==> config.mk <==
export PLATFORM = sky130hd
export DESIGN_NAME = tile_shifter
export DESIGN_NICKNAME = d
export VERILOG_FILES = /design/src/common/suprloco_pkg.sv /design/src/tilemap/tile_shifter.sv
export SDC_FILE = /design/constraint.sdc
export NUM_CORES = 1
export LEC_CHECK = 0
export BUFFER_PORTS_ARGS = -buffer_cell sky130_fd_sc_hd__buf_2
export CAP_MARGIN = 30
export CORE_AREA = 2 2 39 41
export DETAILED_ROUTE_END_ITERATION = 6
export DIE_AREA = 0 0 41 43
export HOLD_SLACK_MARGIN = 0.15
export PLACE_DENSITY = 0.58
export SETUP_SLACK_MARGIN = 0.02
export SKIP_LAST_GASP = 1
export SLEW_MARGIN = 10
export SYNTH_ARGS = -nofsm -noshare
export SYNTH_HDL_FRONTEND = slang
export SYNTH_SLANG_ARGS = --single-unit
==> constraint.sdc <==
create_clock -name i_clk40m -period 2.9 [get_ports i_clk40m]
set_clock_uncertainty 0.05 [all_clocks]
set_input_delay 0.29 -clock i_clk40m [delete_from_list [all_inputs] [get_ports i_clk40m]]
set_output_delay 0.29 -clock i_clk40m [all_outputs]
set_load 0.02 [all_outputs]
==> src/common/tile_pattern.hex <==
// one row per line {plane2, plane1, plane0}, 8 rows per tile, bit 7 is the leftmost dot
0F33C3
1E66A5
3CCC5A
78993C
F03366
E166C3
C3CC99
87990F
FF00AA
7F8055
3FC0AA
1FE055
0FF0AA
07F855
03FCAA
01FE55
18243C
2442C3
4281FF
81FF18
FF1824
24C342
C33C81
3C18E7
AA55F0
55AA0F
CC33F0
33CC0F
F00FAA
0FF055
99665A
6699A5
0102FE
0204FD
0408FB
0810F7
1020EF
2040DF
4080BF
80017F
E3711C
C7E238
8FC471
1F88E3
3E11C7
7C238F
F8471E
F18E3C
5A3CFF
A5C300
5A3C81
A5C3C3
5A3CE7
A5C3FF
5A3C7E
A5C33C
6CB2D9
D9656C
B2CA36
65949B
CA29CD
9453E6
29A773
534E39

==> src/common/suprloco_pkg.sv <==
`default_nettype none

package suprloco_pkg;

    //////////////////////////////////////////////////////////////////////
    // widths that carry a meaning
    typedef logic [8:0]  h_count_t;
    typedef logic [8:0]  v_count_t;
    typedef logic [10:0] tmram_addr_t;
    typedef logic [7:0]  byte_t;
    typedef logic [2:0]  pixel_t;
    typedef logic [1:0]  pal_code_t;
    typedef logic [4:0]  pal_index_t;
    // 3-3-2 color word, {b[1:0], g[2:0], r[2:0]}
    typedef logic [7:0]  rgb_t;

    typedef enum logic [2:0] {
        FETCH_SCROLL,
        FETCH_CODE_LO,
        FETCH_CODE_HI,
        FETCH_HOST_WRITE,
        FETCH_IDLE
    } fetch_state_t;

    //////////////////////////////////////////////////////////////////////
    // screen timing, in dots and lines
    localparam h_count_t H_TOTAL      = 9'd320;
    localparam h_count_t H_ACTIVE     = 9'd256;
    localparam h_count_t H_SYNC_START = 9'd280;
    localparam h_count_t H_SYNC_LEN   = 9'd32;
    localparam v_count_t V_TOTAL      = 9'd262;
    localparam v_count_t V_ACTIVE     = 9'd224;
    localparam v_count_t V_SYNC_START = 9'd240;
    localparam v_count_t V_SYNC_LEN   = 9'd3;

    // one dot per 8 master clocks
    localparam logic [2:0] PRESCALE_LAST = 3'd7;

    // tile RAM map, row scroll bytes sit above the tile entries
    localparam tmram_addr_t SCROLL_BASE = 11'h7E0;
    // dot at which the next line's scroll byte is read, phase 0 of a group
    localparam h_count_t SCROLL_FETCH_H = 9'd296;

    // counters to output pixel
    localparam int PIPE_DOTS = 16;

endpackage

`default_nettype wire
==> src/tilemap/tile_shifter.sv <==
`default_nettype none

module tile_shifter #(
    parameter int PATTERN_TILES = 8
) (
    input  logic                     i_clk40m,
    input  logic                     i_mrst_n,
    input  logic                     i_dot_en,
    input  suprloco_pkg::byte_t      i_tile_code,
    input  suprloco_pkg::pixel_t     i_pattern_row,
    input  suprloco_pkg::pal_code_t  i_pal_code,
    input  logic                     i_load,
    input  suprloco_pkg::pixel_t     i_fine,
    output suprloco_pkg::pal_index_t o_pal_index
);

    localparam int TW = $clog2(PATTERN_TILES);

    // {plane2, plane1, plane0} per tile row
    logic [23:0]             pat_rom [PATTERN_TILES*8];
    logic [TW+2:0]           pat_idx;
    logic [23:0]             hold_planes;
    suprloco_pkg::pal_code_t hold_pal;
    suprloco_pkg::pal_code_t pal_q;
    logic [7:0]              sr_a;
    logic [7:0]              sr_b;
    logic [7:0]              sr_c;
    logic [2:0]              phase;

    initial begin
        $readmemh("/design/src/common/tile_pattern.hex", pat_rom);
    end

    assign pat_idx = {i_tile_code[TW-1:0], i_pattern_row};

    // dots since the last hand-over
    always_ff @(posedge i_clk40m) begin
        if (!i_mrst_n) begin
            phase <= '0;
        end else if (i_dot_en) begin
            phase <= i_load ? 3'd0 : phase + 3'd1;
        end
    end

    always_ff @(posedge i_clk40m) begin
        if (i_dot_en) begin
            if (i_load) begin
                hold_planes <= pat_rom[pat_idx];
                hold_pal    <= i_pal_code;
            end
            // fine scroll moves the parallel load, 7 - fine dots late
            if (phase == ~i_fine) begin
                sr_a  <= hold_planes[7:0];
                sr_b  <= hold_planes[15:8];
                sr_c  <= hold_planes[23:16];
                pal_q <= hold_pal;
            end else begin
                sr_a <= {sr_a[6:0], 1'b0};
                sr_b <= {sr_b[6:0], 1'b0};
                sr_c <= {sr_c[6:0], 1'b0};
            end
        end
    end

    // leftmost pixel first
    assign o_pal_index = {pal_q, sr_c[7], sr_b[7], sr_a[7]};

endmodule

`default_nettype wire

Word level (Yosys, flattened, before mapping)
Index checks and enable logic that the tools add are counted.
W data, S select, Z words.
{"block": "word_totals", "reg_bits": 55, "input_bits": 20, "output_inout_bits": 5, "wordCells": 19}
{"block": "classes", "add_sub_neg": 1, "eq_ne": 1, "mux": 4, "bitwise": 1, "n_reduce_logical": 2}
{"cell": "$mux W8", "count": 3}
{"cell": "$reduce_and A2 Y1", "count": 2}
{"cell": "$add A3 B1 Y3 const B", "count": 1}
{"cell": "$eq A3 B3 Y1", "count": 1}
{"cell": "$mux W3", "count": 1}
{"cell": "$not A3 Y3", "count": 1}

Logic depth before layout (Yosys ltp)
{"block": "depth", "ltp_word": 3, "mapped_depth": 3, "depth_no_buf": 3}

Worst setup path before layout
Ideal clock, no wire load.
{"block": "synth_timing", "kind": "reg-to-reg", "startpoint": "register phase[0]", "endpoint": "register pal_q[0] (enable)", "setup_time_ps": 299, "arrival_time_ps": 698, "required_time_ps": 2551, "slack_ps": 1853, "stages_incl_launch_ff": 3, "n_path_buf": 0, "synth_period_minus_slack_ps": 1047, "cell_sequence": "dfxtp_1 -> xor2_1 -> and4_1"}
{"block": "synth_via", "elab_chain_len": 2}
{"element": "from (decl)", "line_no": "tile_shifter.sv:28", "source": "logic [2:0] phase;"}
{"element": "from (signal assigned)", "line_no": "tile_shifter.sv:41", "source": "phase <= i_load ? 3'd0 : phase + 3'd1;"}
{"element": "$eq A3 B3 Y1", "line_no": "tile_shifter.sv:52", "source": "if (phase == ~i_fine) begin"}
{"element": "$reduce_and A2 Y1 (no source line)"}
{"element": "to (signal assigned)", "line_no": "tile_shifter.sv:56", "source": "pal_q <= hold_pal;"}
{"element": "to (decl)", "line_no": "tile_shifter.sv:24", "source": "suprloco_pkg::pal_code_t pal_q;"}
No other way between the ends.
A chain may end at the register's enable or synchronous reset.

Worst setup path in the final report
{"block": "layout_timing", "startpoint": "register phase[0]", "endpoint": "register pal_q[1] (enable)"}
Same word-level chain as after synthesis.

==> metrics.txt <==
main combinational cell family by area after synthesis=simple AND/OR/NAND/NOR gates; Post-DP Area=390.4 sq um; IO Port Bufs=10; gpl congestion=0.7506; Starting Density=24.23%; Post-CTS Setup Bufs=0; H-Tree Depth=1; Synth Area in Compound Gates=8.209%; gr busiest metal=met4; DP HPWL=425.9 um; WHS Path Cells=1; hold bufs inserted after CTS=0; # IOs=25; crit-path max FO=4; synth warn=0; via count=222; Pwr Total=0.2185 mW; layout cells sized above 1=34.15%; post-synthesis xor/xnor area fraction=7.836%; Antenna diodes=0; Critical Path RT=2.81 ns; clk slew on worst S/H paths=0.05 ns; clock tree buffer depth=2; Final Worst Setup Slack=1.786 ns; clock root buffer=clkbuf_4; worst skew pair latency=0.25 ns; critical path class=reg2reg; met3 Usage GRT=4.712%; CP delay by family, top=flip-flops; setup violators final=0; Hold Path Class=in2reg; drt initial violations=2; fin crit period=1.114 ns; Synth-to-Final Area Change=24.25%; Wirelength per Cell=9.456 um; Static Leak=0.1806 nW; Seq/Total Area, Yosys=53.73%; design area=416.7 sq um; grt met2 use=10.31%; critical path arrival=1.02 ns; Max-cap violations=0; vias per std cell=3.895; Row Count=14; total grt overflow=0; Core ar.=1384 sq um; FF+latch count, synth=7; largest net degree at the start of global routing=9; Final Cycle Share=38.42%; first-pass GRT wire length=841 um; area leader, netlist=edfxtp_1; Synth Area in Simple Gates=17.54%; mux share of post-synthesis cell area=0%; die area=1763 sq um; Residual DRC=0; Post-Synth Adder-Cell Area=3.731%; final max-slew violation count=0; PD cells=524.4 nW/um^2; Post-Syn Area=335.3 sq um; Buffers & Inverters on Critical Path=0; vias in the first global route=219; share of the synthesized area in the top cell type=35.82%; crit end category=flop; Die Span Y=43 um; Crit. path cell count=2; fmax=897.4 MHz; Post-Layout Cell Count=57; Worst Setup Start Kind=flop; dominant cells by area after synthesis=edfxtp_1, dfxtp_1, xor2_1; CTS tree=built; WL final=539 um; final setup TNS=0 ns; ANT nets after route=0; CTS Sinks=7; crit path cell chain=xor2_1 > and4_1; number of CTS-inserted buffers=3; final count of hold timing violations=0; initial antenna violation count=0; Die W=41 um; count of cell types in the netlist=18; slowest stage delay, CP=0.38 ns; Final #Nets=63; mean post-synth cell area=11.98 sq um; GR Layer Usage met1=7.541%; dpl cells=53; Post-CTS Resized=0; FF-to-FF path depth=2; GRT Total Usage=8.687%; Crit-path slowest cell=dfxtp_1; final design utilization=30.11%; status=finished clean; worst vdd ir=0.0001161 V; DR pass1 iterations=3; post-synthesis cell count=28; WHS=0.1706 ns; RSZ-0062 raised after global routing=no; Setup WS pre-CTS=1.767 ns; # fillers=150
## cells by family (layout without fill, tap and decap cells)
family | after synthesis | after routing
AOI/OAI and AO/OA | 4 | 4
xor gates and xnor gates | 3 | 3
adders and majority gates | 1 | 1
buffers and inverters | 4 | 15
DFF | 7 | 7
other | 1 | 3
and+or+nand+nor | 8 | 8
## registers in the layout (all words and copies together), names as in the netlist
| signal | count |
|---|---|
| pal_q | 2 |
| hold_pal | 2 |
| phase | 3 |
## where the power goes
group,leakage [nW],switching (mW),internal [mW]
Sequential,0.0613,0.00169,0.109
Clock,0.0150,0.0347,0.0524
Combinational,0.104,0.0115,0.00897
Total,0.181,0.0479,0.171
## metal layers
layer,share of wire (%),routed length (um),vias up
li1,-,-,117
met3,4.5,24,2
met4,3.7,20,0
met5,0,0,-
met1,45,243,95
met2,47,252,8
## path summary, 6_finish.rpt
kind	end	start	slack (ns)
setup / recovery	pal_q[1]	phase[0]	1.79
hold / removal	hold_pal[1]	i_pal_code[1]	0.17
setup reg to reg	pal_q[1]	phase[0]	1.79
hold reg to reg	pal_q[0]	hold_pal[0]	0.37
## synthesized netlist by cell type, drive strengths merged
master	count
and2	1
xor2	3
nand4bb	1
ha	1
dfxtp	3
edfxtp	4
buf	3
inv	1
and4	1
or3b	1
nand3b	1
nand2	1
conb	1
a21oi	2
o21a	1
nand2b	2
o22ai	1
## cell usage in the layout, fill, tap and decap left out, types with 2 or more instances in the layout
cell | Yosys | final
buf_2 | 0 | 10
edfxtp_1 | 4 | 4
xor2_1 | 3 | 3
conb_1 | 1 | 3
clkbuf_4 | 0 | 3
dfxtp_1 | 3 | 3
nand2b_1 | 2 | 2
## layout make-up
type	count	area, sq um	share of cell area [%]
sequential	7	180.2	43.24
multi-input combinational	19	136.4	32.73
timing repair buffer	10	50.05	12.01
clock buffer	4	26.28	6.306
tap	16	20.02	4.805
inverter	1	3.754	0.9009
## worst reg2reg max path, stage by stage (launching register included)
cell,delay (ns)
dfxtp_1,0.38
xor2_1,0.14
and4_1,0.25
Power figures use the tool's default switching activity.
