--- config.mk ---
export PLATFORM = sky130hd
export DESIGN_NAME = video_timing
export DESIGN_NICKNAME = d
export VERILOG_FILES = /design/src/common/suprloco_pkg.sv /design/src/source/video_timing.sv
export SDC_FILE = /design/constraint.sdc
export NUM_CORES = 1
export LEC_CHECK = 0
export ABC_AREA = 1
export BUFFER_PORTS_ARGS = -buffer_cell sky130_fd_sc_hd__buf_2
export CAP_MARGIN = 30
export CORE_MARGIN = 1
export CORE_UTILIZATION = 32
export CTS_BUF_LIST = sky130_fd_sc_hd__clkbuf_2 sky130_fd_sc_hd__clkbuf_4 sky130_fd_sc_hd__clkbuf_8
export CTS_CLUSTER_SIZE = 12
export DETAILED_ROUTE_END_ITERATION = 12
export GPL_TIMING_DRIVEN = 1
export PLACE_DENSITY_LB_ADDON = 0.15
export SETUP_SLACK_MARGIN = 0.15
export SYNTH_ARGS = -nofsm -noshare
export SYNTH_HDL_FRONTEND = slang
export SYNTH_SLANG_ARGS = --single-unit
--- constraint.sdc ---
create_clock -name i_clk40m -period 1.5 [get_ports i_clk40m]
set_input_delay 0.15 -clock i_clk40m [delete_from_list [all_inputs] [get_ports i_clk40m]]
set_output_delay 0.15 -clock i_clk40m [all_outputs]
set_load 0.05 [all_outputs]
--- src/common/suprloco_pkg.sv ---
`default_nettype none

package suprloco_pkg;

    //////////////////////////////////////////////////////////////////////
    // widths that carry a meaning
    typedef logic [8:0]  h_count_t;
    typedef logic [8:0]  v_count_t;
    typedef logic [10:0] tmram_addr_t;
    typedef logic [7:0]  byte_t;
    typedef logic [2:0]  pixel_t;
    typedef logic [1:0]  pal_code_t;
    typedef logic [4:0]  pal_index_t;
    // 3-3-2 color word, {b[1:0], g[2:0], r[2:0]}
    typedef logic [7:0]  rgb_t;

    typedef enum logic [2:0] {
        FETCH_SCROLL,
        FETCH_CODE_LO,
        FETCH_CODE_HI,
        FETCH_HOST_WRITE,
        FETCH_IDLE
    } fetch_state_t;

    //////////////////////////////////////////////////////////////////////
    // screen timing, in dots and lines
    localparam h_count_t H_TOTAL      = 9'd320;
    localparam h_count_t H_ACTIVE     = 9'd256;
    localparam h_count_t H_SYNC_START = 9'd280;
    localparam h_count_t H_SYNC_LEN   = 9'd32;
    localparam v_count_t V_TOTAL      = 9'd262;
    localparam v_count_t V_ACTIVE     = 9'd224;
    localparam v_count_t V_SYNC_START = 9'd240;
    localparam v_count_t V_SYNC_LEN   = 9'd3;

    // one dot per 8 master clocks
    localparam logic [2:0] PRESCALE_LAST = 3'd7;

    // tile RAM map, row scroll bytes sit above the tile entries
    localparam tmram_addr_t SCROLL_BASE = 11'h7E0;
    // dot at which the next line's scroll byte is read, phase 0 of a group
    localparam h_count_t SCROLL_FETCH_H = 9'd296;

    // counters to output pixel
    localparam int PIPE_DOTS = 16;

endpackage

`default_nettype wire
--- src/source/video_timing.sv ---
`default_nettype none

module video_timing (
    input  logic                   i_clk40m,
    input  logic                   i_mrst_n,
    output logic                   o_dot_en,
    output suprloco_pkg::h_count_t o_h_count,
    output suprloco_pkg::v_count_t o_v_count,
    output logic                   o_active,
    output logic                   o_hsync_n,
    output logic                   o_vsync_n
);

    logic [2:0] prescaler;
    logic       h_wrap;
    logic       in_hsync;
    logic       in_vsync;

    //////////////////////////////////////////////////////////////////////
    // prescaler, 40 MHz down to the 5 MHz dot enable
    always_ff @(posedge i_clk40m) begin
        if (!i_mrst_n) begin
            prescaler <= '0;
        end else begin
            prescaler <= (prescaler == suprloco_pkg::PRESCALE_LAST) ? 3'd0 : prescaler + 3'd1;
        end
    end

    assign o_dot_en = (prescaler == suprloco_pkg::PRESCALE_LAST);

    //////////////////////////////////////////////////////////////////////
    // h/v counters
    assign h_wrap = (o_h_count == suprloco_pkg::H_TOTAL - 9'd1);

    always_ff @(posedge i_clk40m) begin
        if (!i_mrst_n) begin
            o_h_count <= '0;
            o_v_count <= '0;
        end else if (o_dot_en) begin
            o_h_count <= h_wrap ? 9'd0 : o_h_count + 9'd1;
            if (h_wrap) begin
                o_v_count <= (o_v_count == suprloco_pkg::V_TOTAL - 9'd1) ? 9'd0 : o_v_count + 9'd1;
            end
        end
    end

    assign o_active = (o_h_count < suprloco_pkg::H_ACTIVE) && (o_v_count < suprloco_pkg::V_ACTIVE);

    assign in_hsync = (o_h_count >= suprloco_pkg::H_SYNC_START) &&
                      (o_h_count < suprloco_pkg::H_SYNC_START + suprloco_pkg::H_SYNC_LEN);
    assign in_vsync = (o_v_count >= suprloco_pkg::V_SYNC_START) &&
                      (o_v_count < suprloco_pkg::V_SYNC_START + suprloco_pkg::V_SYNC_LEN);

    // sync lags the counters by one dot
    always_ff @(posedge i_clk40m) begin
        if (!i_mrst_n) begin
            o_hsync_n <= 1'b1;
            o_vsync_n <= 1'b1;
        end else if (o_dot_en) begin
            o_hsync_n <= !in_hsync;
            o_vsync_n <= !in_vsync;
        end
    end

    // counters never leave the frame
    a_count_range: assert property (@(posedge i_clk40m) disable iff (!i_mrst_n)
        (o_h_count < suprloco_pkg::H_TOTAL) && (o_v_count < suprloco_pkg::V_TOTAL));

endmodule

`default_nettype wire

Word-level counts from Yosys, hierarchy flattened
Index checks and enable logic that the tools add are counted.
Widths: inputs -> output; s select.
Storage, ports and cells
  register bits: 23
  bits in latches: 0
  RAM bits: 0
  bits in read-only memories: 0
  bits of input ports: 2
  output and inout port bits: 22
  word-level logic and storage cells: 27
  memories kept: 0
Operators by class
  add/sub/neg operators: 3
  multipliers: 0
  divide/modulo/power cells: 0
  order comparisons: 6
  equality and inequality tests: 3
  shift-type cells: 0
  mux-type cells: 2
  bitwise logic cells: 1
  reduce and logical (&&, ||, !) cells: 7
Operators with widths (count)
  $add 9x1->9 const B: 2
  $eq 9x9->1 const B: 2
  $lt 9x8->1 const B: 2
  $lt 9x9->1 const B: 2
  $mux 9: 2
  $ge 9x8->1 const B: 1
  $ge 9x9->1 const B: 1
  $add 3x1->3 const B: 1
  $eq 3x3->1 const B: 1
  $logic_and 1x1->1: 3
  $logic_not 1->1: 2
  $reduce_and 2->1: 1
  $reduce_or 2->1: 1
  $not 1->1: 1

Logic depth before layout (Yosys ltp)
  word-level depth: 3
  depth in mapped cells: 9

Least setup slack after synthesis
Ideal clock, no wire load.
  path kind: register to register
  start: register prescaler[0]
  end: register o_h_count[8]
  data arrival time: 1.703 ns
  data required time: 1.387 ns
  slack: -0.317 ns
  stages on the path, launching flop included: 9
  path buffers: 1
  period minus slack after synthesis: 1.817 ns
  cells stage by stage: dfxtp_1 -> ha_1 -> ha_1 -> buf_4 -> inv_2 -> nor3_2 -> nand3_1 -> nor2_1 -> nor2_1
On the way
  longest elaborated chain between the ends: 1
RTL lines
  start, declared: RTL line video_timing.sv:14  | logic [2:0] prescaler;
  start signal, assigned: RTL line video_timing.sv:25  | prescaler <= (prescaler == suprloco_pkg::PRESCALE_LAST) ? 3'd0 : prescaler + 3'd1;
  $eq 3x3->1: RTL line video_timing.sv:29  | assign o_dot_en = (prescaler == suprloco_pkg::PRESCALE_LAST);
  net o_dot_en: RTL line video_timing.sv:6  | output logic o_dot_en,
  end signal, assigned: RTL line video_timing.sv:40  | o_h_count <= h_wrap ? 9'd0 : o_h_count + 9'd1;
  end, declared: RTL line video_timing.sv:7  | output suprloco_pkg::h_count_t o_h_count,
The timed path passes the listed nets, and every way through them passes these cells.
A chain may end at the register's enable or synchronous reset.

Final worst setup path
  start: register o_v_count[7]
  end: output o_active
On the way
  longest elaborated chain between the ends: 2
RTL lines
  start, declared: RTL line video_timing.sv:8  | output suprloco_pkg::v_count_t o_v_count,
  start signal, assigned: RTL line video_timing.sv:42  | o_v_count <= (o_v_count == suprloco_pkg::V_TOTAL - 9'd1) ? 9'd0 : o_v_count + 9'd1;
  $lt 9x8->1: RTL line video_timing.sv:47  | assign o_active = (o_h_count < suprloco_pkg::H_ACTIVE) && (o_v_count < suprloco_pkg::V_ACTIVE);
  $logic_and 1x1->1: RTL line video_timing.sv:47
  end, declared: RTL line video_timing.sv:9  | output logic o_active,
No other way between the ends.

==> results.md <==
* Status: completed
* Placed Cells at 260
* Inserted Diodes at 0
* Highest cell delay on the worst timing path at around 0.36 ns
* Most Crowded Layer GR: met2
* Post-detail-place hpwl at 2250 um
* Final setup vio count at 0
* Max Cap Viol at 0
* Vias/cell at 4.60
* Final Instance Area at 0.00186 mm^2
* Hold Vio Cnt, Final at 0
* Total vias in the final route at 1279
* Mapped Cells at 188
* CTS buffer count at 3
* Total GRT Usage at 15.7%
* Drc violations at 0
* Critical-path maximum fanout at 2
* Layout cells sized above 1 at 41.7%
* Wirelength per Cell at 11.3 um
* Initial DRC count at 51
* Synthesized Nets at 196
* Synth-to-Final Area Change at 42.1%
* PD cells at 573 mW/mm^2
* Final #Nets at 239
* Max Slew Vio Count at 0
* GPL Wtd Cong at 0.784
* FF+latch count, synth at 23
* Worst Setup Start Kind: flip-flop
* First-pass GRT wire length at 5150 um
* Vias in the first global route at 1149
* Detail Route Antenna Nets at 0
* CP cell instances: nand2_4, nor2_2, or3_4, clkinvlp_4, buf_8
* Boundary pin count at 24
* Count of cell types in the netlist at 27
* Clk_lat worst skew at 0.27 ns
* Root Driver: clkbuf_8
* Worst Path Buf+Inv at 2
* Input/output buffers at 23
* Hold crit path type: in -> reg
* Power, Total at 1060 uW
* Met3 usage at 3.28%
* Hold_buf cts at 0
* Critical Path Sink Type: output pin
* Slew margin rel. at 78.7%
* Initial DRT Pass Iterations at 4
* Arrival time at the worst endpoint at about 1.3 ns
* Yosys warnings at 0
* Max frequency at approximately 700 MHz
* Slew @ Worst Pin at 0.318 ns
* Clock Path Buffers at 2
* Worst Clk Skew at 0.00169 ns
* Critical path's slowest cell: dfxtp_4
* H-tree Lvls at 1
* Mean Syn Cell Area at 6.96 um^2
* Seq/Total Area, Yosys at a little over a third
* Largest net degree at the start of global routing at 14
* Detailed-route wire length at ~3100 um
* Commonest cells after routing, fill and taps aside: nand2_1 (41), nor2_1 (30), inv_1 (23)
* Data required, critical path at 1.35 ns
* FP Rows at 22
* Die area at 0.00435 mm^2
* Post-Syn Area at approximately 0.0013 mm^2
* Commonest non-fill, non-tap cell in the layout: nand2_1
* Grt met1 use at 21.4%
* CP delay by family, top: simple AND/OR/NAND/NOR gates
* Die Height at 66.0 um
* Critical path type: reg -> out
* Initial antenna violation count at 0
* Chip width at 66.0 um
* Setup TNS at 0 ns
* Final min period at about 1.4 ns
* Core area at between 0.003 and 0.004 mm^2
* DP Area at roughly 0.0016 mm^2
* CTS clk-pin slew, worst paths at 0.08 ns
* Tcrit/Tclk final at 95.5%
* Global routing usage on met2 at 24.6%
* GRT overflow at 0
* Slack of the critical path at 0.0676 ns
* Clock Sink Count at 23
* Starting Density at 34.5%
* Finished Layout Cells at approximately 280
* Unrepaired setup endpoints after global routing: yes
* Max IR drop VDD at approximately 560 uV
* LEAKAGE at approximately 0.00087 uW
* TritonCTS clock tree: yes
* Pre-CTS setup slack at about 0.093 ns
-- per-stage QoR --
step | hold WS [ns] | utilization, %
detailed placement | 0.420 | 41.8
floorplan | 0.283 | -
finish | 0.204 | 48.9
CTS | 0.202 | 45.1
global placement | 0.417 | 41.8
global route | 0.220 | 48.9
-- cell type report --
type	instances	area (um^2)
repair buffers	38	260
well taps	48	60.1
clock inverters	1	5.00
multi-input cells	136	881
inverters	29	118
flip-flops and latches	23	494
clock buffers	3	41.3
fillers	401	1940
-- registers in the layout (all words and copies together), names as in the netlist --
register,count
o_h_count,9
o_hsync_n,1
o_v_count,9
o_vsync_n,1
prescaler,3
-- where the power goes --
part	internal [uW]	leakage (uW)	switching, uW
clock	186	0.0000255	214
sequential	609	0.000196	5.99
combinational	21.0	0.000648	28.7
-- worst paths after layout --
check	endpoint	start	slack, ns	depth (start not counted)
max	o_active	o_v_count[7]	0.07	5
min	o_v_count[0]	i_mrst_n	0.20	3
max reg2reg	o_h_count[8]	prescaler[0]	0.10	7
min reg2reg	o_v_count[0]	o_v_count[0]	0.49	2
-- logic make-up after synthesis --
| logic type | count (synthesis) | share of synthesized area, % |
|---|---|---|
| AOI/OAI and AO/OA | 10 | 4.30 |
| xor gates and xnor gates | 3 | 2.01 |
| adders and majority gates | 6 | 5.74 |
| buffers and inverters | 30 | 8.89 |
| DFF | 23 | 35.2 |
| and+or+nand+nor | 116 | 43.9 |
-- synthesized netlist by cell type (all sizes together) --
library cell / count / area (um^2)
o21ai: 3 / 15.0
a21oi: 5 / 25.0
a41oi: 1 / 8.76
nand2: 49 / 204
dfxtp: 23 / 460
inv: 29 / 109
o211ai: 1 / 7.51
nor2: 36 / 169
nor3: 4 / 36.3
nand3: 16 / 95.1
or2: 1 / 6.26
or3: 1 / 7.51
ha: 6 / 75.1
xor2: 1 / 8.76
nand4: 8 / 50.1
buf: 1 / 7.51
nor4: 1 / 6.26
xnor2: 2 / 17.5
-- per-layer routing --
layer / vias to the layer above / wire length [um]
met5: - / 0
met3: 5 / 107
met1: 570 / 1550
li1: 680 / -
met2: 24 / 1450
met4: 0 / 37
-- worst min-delay path: stages --
cell and delay (ns):
buf_2 0.15, nand3_1 0.09, nand2_1 0.05
-- repair_timing --
item,in CTS,in global routing
pin swaps,0,17
cloned,0,1
endpoints found under the setup margin,6,18
gates resized for setup,10,17
setup buffers,7,6
Power figures use the tool's default switching activity.
