### config.mk
export PLATFORM = sky130hd
export DESIGN_NAME = palette_out
export DESIGN_NICKNAME = d
export VERILOG_FILES = /design/src/common/suprloco_pkg.sv /design/src/source/palette_out.sv
export SDC_FILE = /design/constraint.sdc
export NUM_CORES = 1
export LEC_CHECK = 0
export BUFFER_PORTS_ARGS = -buffer_cell sky130_fd_sc_hd__buf_2
export CORE_UTILIZATION = 48
export CTS_CLUSTER_SIZE = 30
export DETAILED_ROUTE_END_ITERATION = 12
export PLACE_DENSITY_LB_ADDON = 0.15
export SYNTH_ARGS = -nofsm -noshare
export SYNTH_HDL_FRONTEND = slang
export SYNTH_SLANG_ARGS = --single-unit
### constraint.sdc
create_clock -name i_clk40m -period 0.8 [get_ports i_clk40m]
set_input_delay 0.08 -clock i_clk40m [delete_from_list [all_inputs] [get_ports i_clk40m]]
set_output_delay 0.08 -clock i_clk40m [all_outputs]
set_load 0.01 [all_outputs]
### src/common/palette.hex
// 3-3-2 color word per entry, address is {palette code, tile pixel}
07
38
C0
3F
F8
C7
FF
52
11
2A
49
64
8B
A6
D3
E4
1C
23
45
6E
92
B7
D9
FE
05
0E
36
5B
7D
9A
BC
F1

### src/common/suprloco_pkg.sv
`default_nettype none

package suprloco_pkg;

    //////////////////////////////////////////////////////////////////////
    // widths that carry a meaning
    typedef logic [8:0]  h_count_t;
    typedef logic [8:0]  v_count_t;
    typedef logic [10:0] tmram_addr_t;
    typedef logic [7:0]  byte_t;
    typedef logic [2:0]  pixel_t;
    typedef logic [1:0]  pal_code_t;
    typedef logic [4:0]  pal_index_t;
    // 3-3-2 color word, {b[1:0], g[2:0], r[2:0]}
    typedef logic [7:0]  rgb_t;

    typedef enum logic [2:0] {
        FETCH_SCROLL,
        FETCH_CODE_LO,
        FETCH_CODE_HI,
        FETCH_HOST_WRITE,
        FETCH_IDLE
    } fetch_state_t;

    //////////////////////////////////////////////////////////////////////
    // screen timing, in dots and lines
    localparam h_count_t H_TOTAL      = 9'd320;
    localparam h_count_t H_ACTIVE     = 9'd256;
    localparam h_count_t H_SYNC_START = 9'd280;
    localparam h_count_t H_SYNC_LEN   = 9'd32;
    localparam v_count_t V_TOTAL      = 9'd262;
    localparam v_count_t V_ACTIVE     = 9'd224;
    localparam v_count_t V_SYNC_START = 9'd240;
    localparam v_count_t V_SYNC_LEN   = 9'd3;

    // one dot per 8 master clocks
    localparam logic [2:0] PRESCALE_LAST = 3'd7;

    // tile RAM map, row scroll bytes sit above the tile entries
    localparam tmram_addr_t SCROLL_BASE = 11'h7E0;
    // dot at which the next line's scroll byte is read, phase 0 of a group
    localparam h_count_t SCROLL_FETCH_H = 9'd296;

    // counters to output pixel
    localparam int PIPE_DOTS = 16;

endpackage

`default_nettype wire
### src/source/palette_out.sv
`default_nettype none

module palette_out (
    input  logic                     i_clk40m,
    input  logic                     i_mrst_n,
    input  logic                     i_dot_en,
    input  suprloco_pkg::pal_index_t i_pal_index,
    input  logic                     i_active,
    output logic                     o_video_en,
    output suprloco_pkg::rgb_t       o_video_rgb
);

    suprloco_pkg::rgb_t pal_rom [32];
    suprloco_pkg::rgb_t pal_rgb;
    logic [suprloco_pkg::PIPE_DOTS-1:0] act_d;
    logic               blank_q;

    initial begin
        $readmemh("/design/src/common/palette.hex", pal_rom);
    end

    // palette lookup, one dot
    always_ff @(posedge i_clk40m) begin
        if (i_dot_en) begin
            pal_rgb <= pal_rom[i_pal_index];
        end
    end

    // active flag follows the pixel path, the whole pipe in dots
    always_ff @(posedge i_clk40m) begin
        if (!i_mrst_n) begin
            act_d       <= '0;
            blank_q     <= 1'b1;
            o_video_rgb <= '0;
        end else if (i_dot_en) begin
            act_d       <= {act_d[suprloco_pkg::PIPE_DOTS-2:0], i_active};
            blank_q     <= !act_d[suprloco_pkg::PIPE_DOTS-3];
            o_video_rgb <= blank_q ? 8'h00 : pal_rgb;
        end
    end

    assign o_video_en = act_d[suprloco_pkg::PIPE_DOTS-1];

endmodule

`default_nettype wire

## Yosys cells after proc, flatten, opt, wreduce, memory -nomap -nowiden

Cells that the tools add are included.

| storage, ports and cells | value |
|---|---|
| flip-flop bits (word level) | 33 |
| input port bits | 9 |
| output and inout bits | 9 |
| logic and storage cells | 6 |

| cells by class | value |
|---|---|
| muxes and demuxes | 1 |
| reductions and logical operators | 1 |

Operators by type and width:

| kind | count |
|---|---|
| $mux W8 | 1 |
| $logic_not A1 Y1 | 1 |

## Depth between registers and ports, before layout

Gate-level depths: netlist of run 1.

| depth | value |
|---|---|
| depth in word-level cells | 1 |
| mapped depth | 4 |
| gate-level depth less buffers | 2 |

## Worst setup path before layout of run 1

No wires, ideal clock.

| timing | value |
|---|---|
| path type | input to register |
| start point | input port i_dot_en |
| end point | register act_d[10] (netlist name) |
| setup time | 0.116 ns |
| arrival time | 0.552 ns |
| data required time | 0.684 ns |
| setup slack | 0.132 ns |
| stages | 4 |
| cell sequence | buf_6 -> buf_12 -> mux2i_1 -> nor2b_1 |

RTL lines:

| item | RTL line | source |
|---|---|---|
| start, declared | palette_out.sv:6 | `input logic i_dot_en,` |
| end signal, assigned | palette_out.sv:36 | `act_d <= {act_d[suprloco_pkg::PIPE_DOTS-2:0], i_active};` |
| end, declared | palette_out.sv:15 | `logic [suprloco_pkg::PIPE_DOTS-1:0] act_d;` |

## Worst setup path after layout of run 1

| timing | value |
|---|---|
| start point | register act_d[15] (netlist name) |
| end point | output port o_video_en |

RTL lines:

| item | RTL line | source |
|---|---|---|
| end, declared | palette_out.sv:9 | `output logic o_video_en,` |

No word-level cell between the ends.

==> qor.yml, run 1 <==
num_vias: 364
seq_area_frac_synth_pct: 47.1
synth-compound-area-share_pct: 0
numCtsBuffers: 3
cp_slowest_stage_delay_ns: 0.33
dieArea_um2: 1570
coreArea_um2: 1300
setup_viol: 1
synth_flop_cell: "dfxtp_1"
grt_pass1_wl_mm: 1.19
via_per_inst: 4.49
pwr-share-seq_pct: 56.3
drt_iter0_markers: 4
power.internal_mw: 1.13
top_register: "act_d"
post-route-util_pct: 56.3
drtAntennaViolNets: 0
fin_hold_ws_ns: 0.0541
register_area_um2: 322
max_freq_mhz: 1240
nets: 76
synth-edff-count: 0
hold_path.class: "input port to flip-flop"
dieWidth_um: 39.6
clock_sinks: 16
rows: 13
io_pins: 18
synth-simple-area-share_pct: 14.7
failed_checks: "negative setup slack"
antenna_found_initial: 0
drv_cap: 0
htreeDepth: 1
fillerInstances: 120
wl_per_cell_um: 9.12
grt_overflow: 0
reg_top3: "act_d: 16 flops"
io_buffers: 4
final_layout_size_suffix_gt1_share_pct: 16.7
drt-total-wl_um: 739
rsz0062_at_grt: "true"
cts_root_buf: "clkbuf_4"
syn_avg_cell_area_um2: 11.3
gp_congestion: 0.611
syn_to_final_growth_pct: 7.92
cp_cell_sequence: "buf_6"
cp_num_buf_inv: 1
synthTopCellsByCount: "16 x dfxtp_1, 16 x mux2i_1, 16 x nor2b_1, 8 x buf_4"
netlist_top_cells_area: "dfxtp_1 47%, mux2i_1 24%, nor2b_1 15%"
post-cts-setup-buffers: 0
final_area_um2: 733
leakagePower_nw: 0.320
fin_setup_tns_ns: -0.00536
status: "complete, but fails checks"
synth_mux_area_share_pct: 23.6
hpwl_um: 532
die_y_um: 39.6
clkTransAtPathRegs_ns: 0.09
fin_ws_ns: -0.00536
synth_top_family_by_area: "multiplexers"
grt_max_degree: 17
drtPass1Iterations: 2
cp.arrival_ns: 0.73
crit_required_ns: 0.72
path_max_fanout: 2
crit_family: "flip-flops"
period_minus_slack_ns: 0.805
clock_path_buffers: 2
hold_viol_final: 0
yosys.area.top_type: "dfxtp_1"
min_period_over_period_pct: 101
ys_ff_latch: 16
powerDensity_nw_per_um2: 1950
synth_warnings: 0
drv_slew: 0
grtUsageTotal_pct: 12.1
power_frac_clock_pct: 36.3
power.switching_mw: 0.298
diodes: 0
synthArstFlopShare_pct: 0
hold_buffers: 0
worstSkewPairLatency_ns: 0.28
start_util_pct: 52.2
report.power.total_mw: 1.43
p_comb_share_pct: 7.4
grt_pass1_vias: 291
worstSetupPathType: "flip-flop to output pin"
p_sw_share_pct: 20.8
placed_cell_area_um2: 689
startpoint_type: "flip-flop"
netlist.area_leader.share_pct: 47.1
largest_register_ffs: 16
synthXorXnorAreaFrac_pct: 0
clock_skew_ns: 0.000787
synth_cell_type_count: 8
syn_inst: 60
worstSetupEndpointType: "output pin"
synthAdderAreaFrac_pct: 0
vdd_drop_max_mv: 1.01
multi_input_area_um2: 290
netlist_area_um2: 679
slowest_stage: "dfxtp_2"
drc: 0
cts_tree: "done"
==> layout make-up <==
cell class | count | area share, %
repair buffers | 6 | 9.04
clock buffers | 4 | 4.95
multi-input cells | 40 | 39.6
well taps | 15 | 2.56
flip-flops and latches | 16 | 43.9
==> cell usage in the layout, fill, tap and decap left out <==
| cell type | count |
|---|---|
| dfxtp_1 | 15 |
| clkbuf_8 | 1 |
| buf_2 | 3 |
| dfxtp_2 | 1 |
| nor2b_1 | 16 |
| clkbuf_4 | 3 |
| mux2i_1 | 16 |
| buf_12 | 2 |
| conb_1 | 8 |
| buf_6 | 1 |
==> metal layers <==
metal | global-route usage (%) | up-vias | wire length, µm
li1 | - | 191 | -
met1 | 15.4 | 162 | 383
met4 | 10.3 | 0 | 28
met2 | 16.4 | 9 | 298
met3 | 3.41 | 2 | 29
met5 | 0 | - | 0
==> cell families after synthesis <==
| family | count (synthesis) |
|---|---|
| DFF | 16 |
| and+or+nand+nor | 16 |
| buffers and inverters | 11 |
| other | 1 |
| muxes | 16 |
==> per-stage QoR <==
| step | cells | worst slack [ns] |
|---|---|---|
| after floorplan | 67 | 0.132 |
| after global placement | 77 | 0.0865 |
| after detailed placement | 77 | 0.0830 |
| after CTS | 81 | -0.0242 |
| after global routing | 81 | -0.0312 |
| final | 81 | -0.00536 |
==> timing repair <==
item	CTS	global route
gates resized for setup	2	0
pin swaps	0	0
setup endpoints to repair	1	1
gates cloned	0	0
==> path summary, 6_finish.rpt <==
kind / cells after the start / end / slack [ns] / from
worst min register to register: 2 / act_d[13]$_SDFFE_PN0P_ / 0.52 / act_d[13]$_SDFFE_PN0P_
worst min-delay path: 3 / act_d[0]$_SDFFE_PN0P_ / 0.05 / i_active
worst max-delay path: 1 / o_video_en / -0.005 / act_d[15]$_SDFFE_PN0P_
worst max register to register: 2 / act_d[1]$_SDFFE_PN0P_ / 0.19 / act_d[0]$_SDFFE_PN0P_
==> power by group through the flow <==
stage | Sequential [mW] | Combinational, mW | Clock (mW)
2_1_floorplan | 0.823 | 0.114 | 0
3_3_place_gp | 0.823 | 0.106 | 0
3_5_place_dp | 0.823 | 0.106 | 0
4_1_cts | 0.805 | 0.106 | 0.553
5_1_grt | 0.806 | 0.117 | 0.568
6_report | 0.805 | 0.106 | 0.519
(Power assumes the default switching activity.)
==> inputs of run 2 (changes only) <==
CORE_UTILIZATION = 50   (was 48)
clock period = 0.95 ns   (was 0.8 ns; I/O delays follow)
==> qor.yml, run 2 (synthesis gave the netlist of run 1 again) <==
p_comb_share_pct: 6.7  # -0.7 points
power.internal_mw: 0.946  # -17%
min_to: "act_d[0]$_SDFFE_PN0P_"
diodes: 0  # unchanged
dieArea_um2: 1510  # -3.8%
r2r_slack_ns: 0.32  # +0.13 ns
die_y_um: 38.9  # -1.9%
path_max_fanout: 2  # unchanged
grt_pass1_vias: 300  # +3.1%
hold_buffers: 0  # unchanged
cts_tree: "done"
cp_num_buf_inv: 1  # unchanged
fillerInstances: 101  # -16%
clkTransAtPathRegs_ns: 0.09  # about the same
report.power.total_mw: 1.19  # -17%
multi_input_area_um2: 290  # unchanged
wl_per_cell_um: 9.54  # +4.6%
grt_pass1_wl_mm: 1.28  # +7.5%
start_util_pct: 57.3  # +5.1 points
drv_slew: 0  # unchanged
grt_overflow: 0  # unchanged
via_per_inst: 4.39  # -2.3%
power.switching_mw: 0.246  # -17%
grt_max_degree: 17  # unchanged
clock_path_buffers: 2  # unchanged
antenna_found_initial: 0  # unchanged
grtUsageTotal_pct: 14.1  # +2.0 points
period_minus_slack_ns: 0.840
hold_viol_final: 0  # unchanged
worstSkewPairLatency_ns: 0.28  # about the same
cp_slowest_stage_delay_ns: 0.34  # about the same
max_freq_mhz: 1190
dp_slack_ns: 0.207  # +0.124 ns
fin_setup_tns_ns: 0  # +0.00536 ns
leakagePower_nw: 0.309  # -3.3%
crit_required_ns: 0.85  # +0.13 ns
setup_viol: 0  # -1
pwr-share-seq_pct: 56.9  # +0.6 points
numCtsBuffers: 3  # unchanged
worstSetupEndpointType: "output pin"
io_buffers: 4  # unchanged
min_period_over_period_pct: 88.4
power_frac_clock_pct: 36.4  # about the same
dieWidth_um: 38.9  # -1.9%
r2r-end: "act_d[1]$_SDFFE_PN0P_"
io_pins: 18  # unchanged
rows: 12  # -1
p_sw_share_pct: 20.6  # -0.16 points
reg_top3: "act_d: 16 flops"
whs_path_depth: 3  # unchanged
drc: 0  # unchanged
crit_family: "flip-flops"
clock_skew_ns: 0.00823  # +0.00744 ns
fin_hold_ws_ns: 0.0669  # +0.0128 ns
cp_cell_sequence: "buf_2"
startpoint_type: "flip-flop"
layout_common_cells: "16 x mux2i_1, 16 x nor2b_1, 16 x dfxtp_1, 8 x conb_1, 4 x buf_2"
coreArea_um2: 1190  # -8.8%
post-cts-setup-buffers: 0  # unchanged
slowest_stage: "dfxtp_1"
clock_sinks: 16  # unchanged
drv_cap: 0  # unchanged
powerDensity_nw_per_um2: 1690  # -13%
largest_register_ffs: 16  # unchanged
rsz0062_at_grt: "false"
cp.arrival_ns: 0.74  # about the same
drtPass1Iterations: 1  # -1
num_vias: 347  # -4.7%
top_register: "act_d"
gp_congestion: 0.525  # -14%
r2r_cells: 2  # unchanged
hold_start: "i_active"
post_cts_resize_count: 0  # -2
fin_ws_ns: 0.110  # +0.115 ns
hold_path.class: "input port to flip-flop"
status: "complete, no violations"
drtAntennaViolNets: 0  # unchanged
vdd_drop_max_mv: 0.892  # -12%
drt-total-wl_um: 754  # +2.0%
final_layout_size_suffix_gt1_share_pct: 13.8  # -2.8 points
worstSetupPathType: "flip-flop to output pin"
register_area_um2: 320  # -0.39%
syn_to_final_growth_pct: 3.68
nets: 75  # -1.3%
r2r_start: "act_d[0]$_SDFFE_PN0P_"
htreeDepth: 1  # unchanged
drt_iter0_markers: 0  # -4
cts_root_buf: "clkbuf_4"
run 2: cell count changes in the layout (fill, tap and decap cells not counted), sizes merged:
cell  delta
buf      -1
run 2: layout make-up:
type	instances	share of cell area [%]
Sequential cell	16	45.5
Multi-Input combinational cell	40	41.2
Tap cell	14	2.49
Timing Repair Buffer	5	5.68
Clock buffer	4	5.15
run 2: worst register-to-register path, cell delays in order, from the launching register on:
cell	delay, ns
dfxtp_1	0.32
mux2i_1	0.13
nor2b_1	0.06
run 2: worst max-delay path by stage:
stage	from	endpoint	depth (start not counted)
3_3_place_gp	i_dot_en	act_d[11]$_SDFFE_PN0P_	4
6_report	act_d[15]$_SDFFE_PN0P_	o_video_en	1
2_1_floorplan	i_dot_en	act_d[10]$_SDFFE_PN0P_	4
4_1_cts	act_d[15]$_SDFFE_PN0P_	o_video_en	1
5_1_grt	act_d[15]$_SDFFE_PN0P_	o_video_en	1
3_5_place_dp	i_dot_en	act_d[5]$_SDFFE_PN0P_	4
run 2: layer usage:
layer	global-route usage, %	part of all wire [%]
met5	0	0
met3	10.4	6.2
met1	14.4	51
met2	19.6	43
met4	10.3	0
run 2: power by group through the flow:
stage | logic, mW | registers [mW] | clock network [mW]
global placement | 0.0796 | 0.694 | 0
CTS | 0.0796 | 0.678 | 0.450
global route | 0.0862 | 0.679 | 0.482
floorplan | 0.0958 | 0.693 | 0
finish | 0.0795 | 0.678 | 0.434
detailed placement | 0.0797 | 0.694 | 0
run 2: per-stage QoR:
| stage | instance area (µm²) | util, % | cells |
|---|---|---|---|
| floorplan | 706 | - | 67 |
| global placement | 668 | 56.3 | 75 |
| detailed placement | 668 | 56.3 | 75 |
| CTS | 704 | 59.4 | 79 |
| global route | 704 | 59.4 | 79 |
| finish | 704 | 59.4 | 79 |
==> inputs of run 3 (changes only) <==
ABC_AREA = 1   (was unset)
CORE_UTILIZATION = 53   (was 50)
SKIP_LAST_GASP = 1   (was unset)
==> qor.yml, run 3 <==
r2r_slack_ns: 0.33  # about the same
synth.most_common_cell: "nand2_1"
r2r_cells: 4  # +2
clock_path_buffers: 2  # unchanged
grt_overflow: 0  # unchanged
fillerInstances: 130  # +29%
hold_viol_final: 0  # unchanged
dieWidth_um: 39.3  # +1.2%
seq_area_frac_synth_pct: 43.4  # -3.8 points
worstSetupPathType: "flip-flop to output pin"
yosys.area.top_type: "dfxtp_1"
rsz0062_at_grt: "false"
vdd_drop_max_mv: 0.842  # -5.6%
crit_family: "flip-flops"
worstSetupEndpointType: "output pin"
min_period_over_period_pct: 86.6  # -1.9 points
period_minus_slack_ns: 0.822  # -0.0176 ns
nets: 123  # +64%
syn_to_final_growth_pct: 0.169
placed_cell_area_um2: 717  # +7.3%
cts_tree: "done"
syn_avg_cell_area_um2: 6.71  # -41%
dieArea_um2: 1550  # +2.4%
post_cts_resize_count: 0  # unchanged
grt_max_degree: 33  # +16
start_util_pct: 56.7  # -0.55 points
netlist_top_cells_area: "dfxtp_1 43%, nand2_1 16%, nor2_1 15%"
final_layout_size_suffix_gt1_share_pct: 9.82  # -4.0 points
io_pins: 18  # unchanged
clkTransAtPathRegs_ns: 0.08  # about the same
synthTopCellsByCount: "32 x nand2_1, 29 x nor2_1, 16 x dfxtp_1, 16 x inv_1, 9 x buf_4"
slowest_stage: "dfxtp_1"
cts_root_buf: "clkbuf_4"
crit_required_ns: 0.85  # about the same
min_to: "act_d[0]$_SDFFE_PN0P_"
grt_pass1_vias: 386  # +29%
via_per_inst: 4.09  # -6.8%
hold_buffers: 0  # unchanged
gp_congestion: 0.626  # +19%
grt_pass1_wl_mm: 1.54  # +20%
layout_common_cells: "32 x nand2_1, 29 x nor2_1, 16 x inv_1, 16 x dfxtp_1, 8 x conb_1"
netlist.area_leader.share_pct: 43.4  # -3.8 points
startpoint_type: "flip-flop"
io_buffers: 4  # unchanged
synth_cell_type_count: 9  # +1
netlist_area_um2: 738  # +8.7%
final_area_um2: 739  # +5.0%
clock_skew_ns: 0.00256  # -0.00567 ns
clock_sinks: 16  # unchanged
cp_slowest_stage_delay_ns: 0.33  # about the same
ys_ff_latch: 16  # unchanged
cp_cell_sequence: "buf_2"
path_max_fanout: 2  # unchanged
r2r_start: "act_d[1]$_SDFFE_PN0P_"
drt_iter0_markers: 6  # +6
drt-total-wl_um: 945  # +25%
die_y_um: 39.3  # +1.2%
drtAntennaViolNets: 0  # unchanged
post-cts-setup-buffers: 0  # unchanged
drtPass1Iterations: 2  # +1
r2r-end: "act_d[2]$_SDFFE_PN0P_"
antenna_found_initial: 0  # unchanged
worstSkewPairLatency_ns: 0.27  # about the same
hold_path.class: "input port to flip-flop"
cp_num_buf_inv: 1  # unchanged
status: "complete, no violations"
grtUsageTotal_pct: 15.2  # +1.0 points
drc: 0  # unchanged
wl_per_cell_um: 7.44  # -22%
hpwl_um: 617
leakagePower_nw: 0.392  # +27%
cp.arrival_ns: 0.73  # about the same
reg_top3: "act_d: 16 flops"
htreeDepth: 1  # unchanged
powerDensity_nw_per_um2: 1650  # -2.3%
drv_cap: 0  # unchanged
max_freq_mhz: 1220  # +2.1%
top_register: "act_d"
largest_register_ffs: 16  # unchanged
whs_path_depth: 5  # +2
hold_start: "i_active"
synthArstFlopShare_pct: 0  # unchanged
setup_viol: 0  # unchanged
numCtsBuffers: 3  # unchanged
rows: 13  # +1
drv_slew: 0  # unchanged
num_vias: 520  # +50%
coreArea_um2: 1300  # +9.7%
synth_flop_cell: "dfxtp_1"
synth-edff-count: 0  # unchanged
syn_inst: 110  # +83%
fin_setup_tns_ns: 0  # unchanged
diodes: 0  # unchanged
synth_warnings: 0  # unchanged
final_common_cell: "nand2_1"
## run 3: cell types whose count changed after synthesis
cell / previous run / this run
clkbuf_1: 1 / 0
buf_12: 1 / 0
buf_6: 1 / 3
buf_4: 8 / 9
nand2_1: 0 / 32
nor2b_1: 16 / 0
clkbuf_2: 0 / 1
nor2_1: 0 / 29
mux2i_1: 16 / 0
inv_1: 0 / 16
nor2_2: 0 / 3
## run 3: where the power goes
part / switching (mW) / internal (mW)
clock network: 0.184 / 0.147
registers: 0.0203 / 0.714
logic: 0.0984 / 0.0590
## run 3: area by class of cell
cell class	instances	area (µm²)	share of cell area (%)
repair buffers	5	40.0	5.41
clock buffers	3	22.5	3.05
flip-flops and latches	16	320	43.3
well taps	15	18.8	2.54
multi-input cells	72	278	37.6
inverters	16	60.1	8.12
## run 3: through the flow
step / std cells / power, mW / worst slack [ns] / util [%] / hold slack, ns
final: 127 / 1.22 / 0.128 / 56.8 / 0.108
after global routing: 127 / 1.31 / 0.0817 / 56.8 / 0.138
after CTS: 127 / 1.25 / 0.109 / 56.8 / 0.104
after detailed placement: 124 / 0.908 / 0.286 / 55.1 / 0.394
after global placement: 124 / 0.903 / 0.293 / 55.1 / 0.385
after floorplan: 117 / 0.910 / 0.354 / - / 0.250
## run 3: worst max-delay path by stage
stage | from | to | slack (ns) | cells past startpoint
after CTS | act_d[15]$_SDFFE_PN0P_ | o_video_en | 0.11 | 1
after global routing | act_d[15]$_SDFFE_PN0P_ | o_video_en | 0.08 | 1
final | act_d[15]$_SDFFE_PN0P_ | o_video_en | 0.13 | 1
after global placement | i_dot_en | act_d[14]$_SDFFE_PN0P_ | 0.29 | 4
after floorplan | i_mrst_n | act_d[14]$_SDFFE_PN0P_ | 0.35 | 4
after detailed placement | i_dot_en | act_d[14]$_SDFFE_PN0P_ | 0.29 | 4
## run 3: kinds of logic (layout without fill, tap and decap cells)
| family | count (synthesis) | in the layout | synth area share (%) |
|---|---|---|---|
| simple gates | 64 | 64 | 33.6 |
| buf+inv | 29 | 24 | 22.5 |
| flops | 16 | 16 | 43.4 |
| other cells | 1 | 8 | 0.508 |
## run 3: per-layer routing
metal,share of wire [%],vias to the layer above,GRT usage [%]
met1,52,210,18.2
met3,3.3,2,5.11
met4,1.1,0,7.76
li1,-,297,-
met5,0,-,0
met2,43,11,23.8
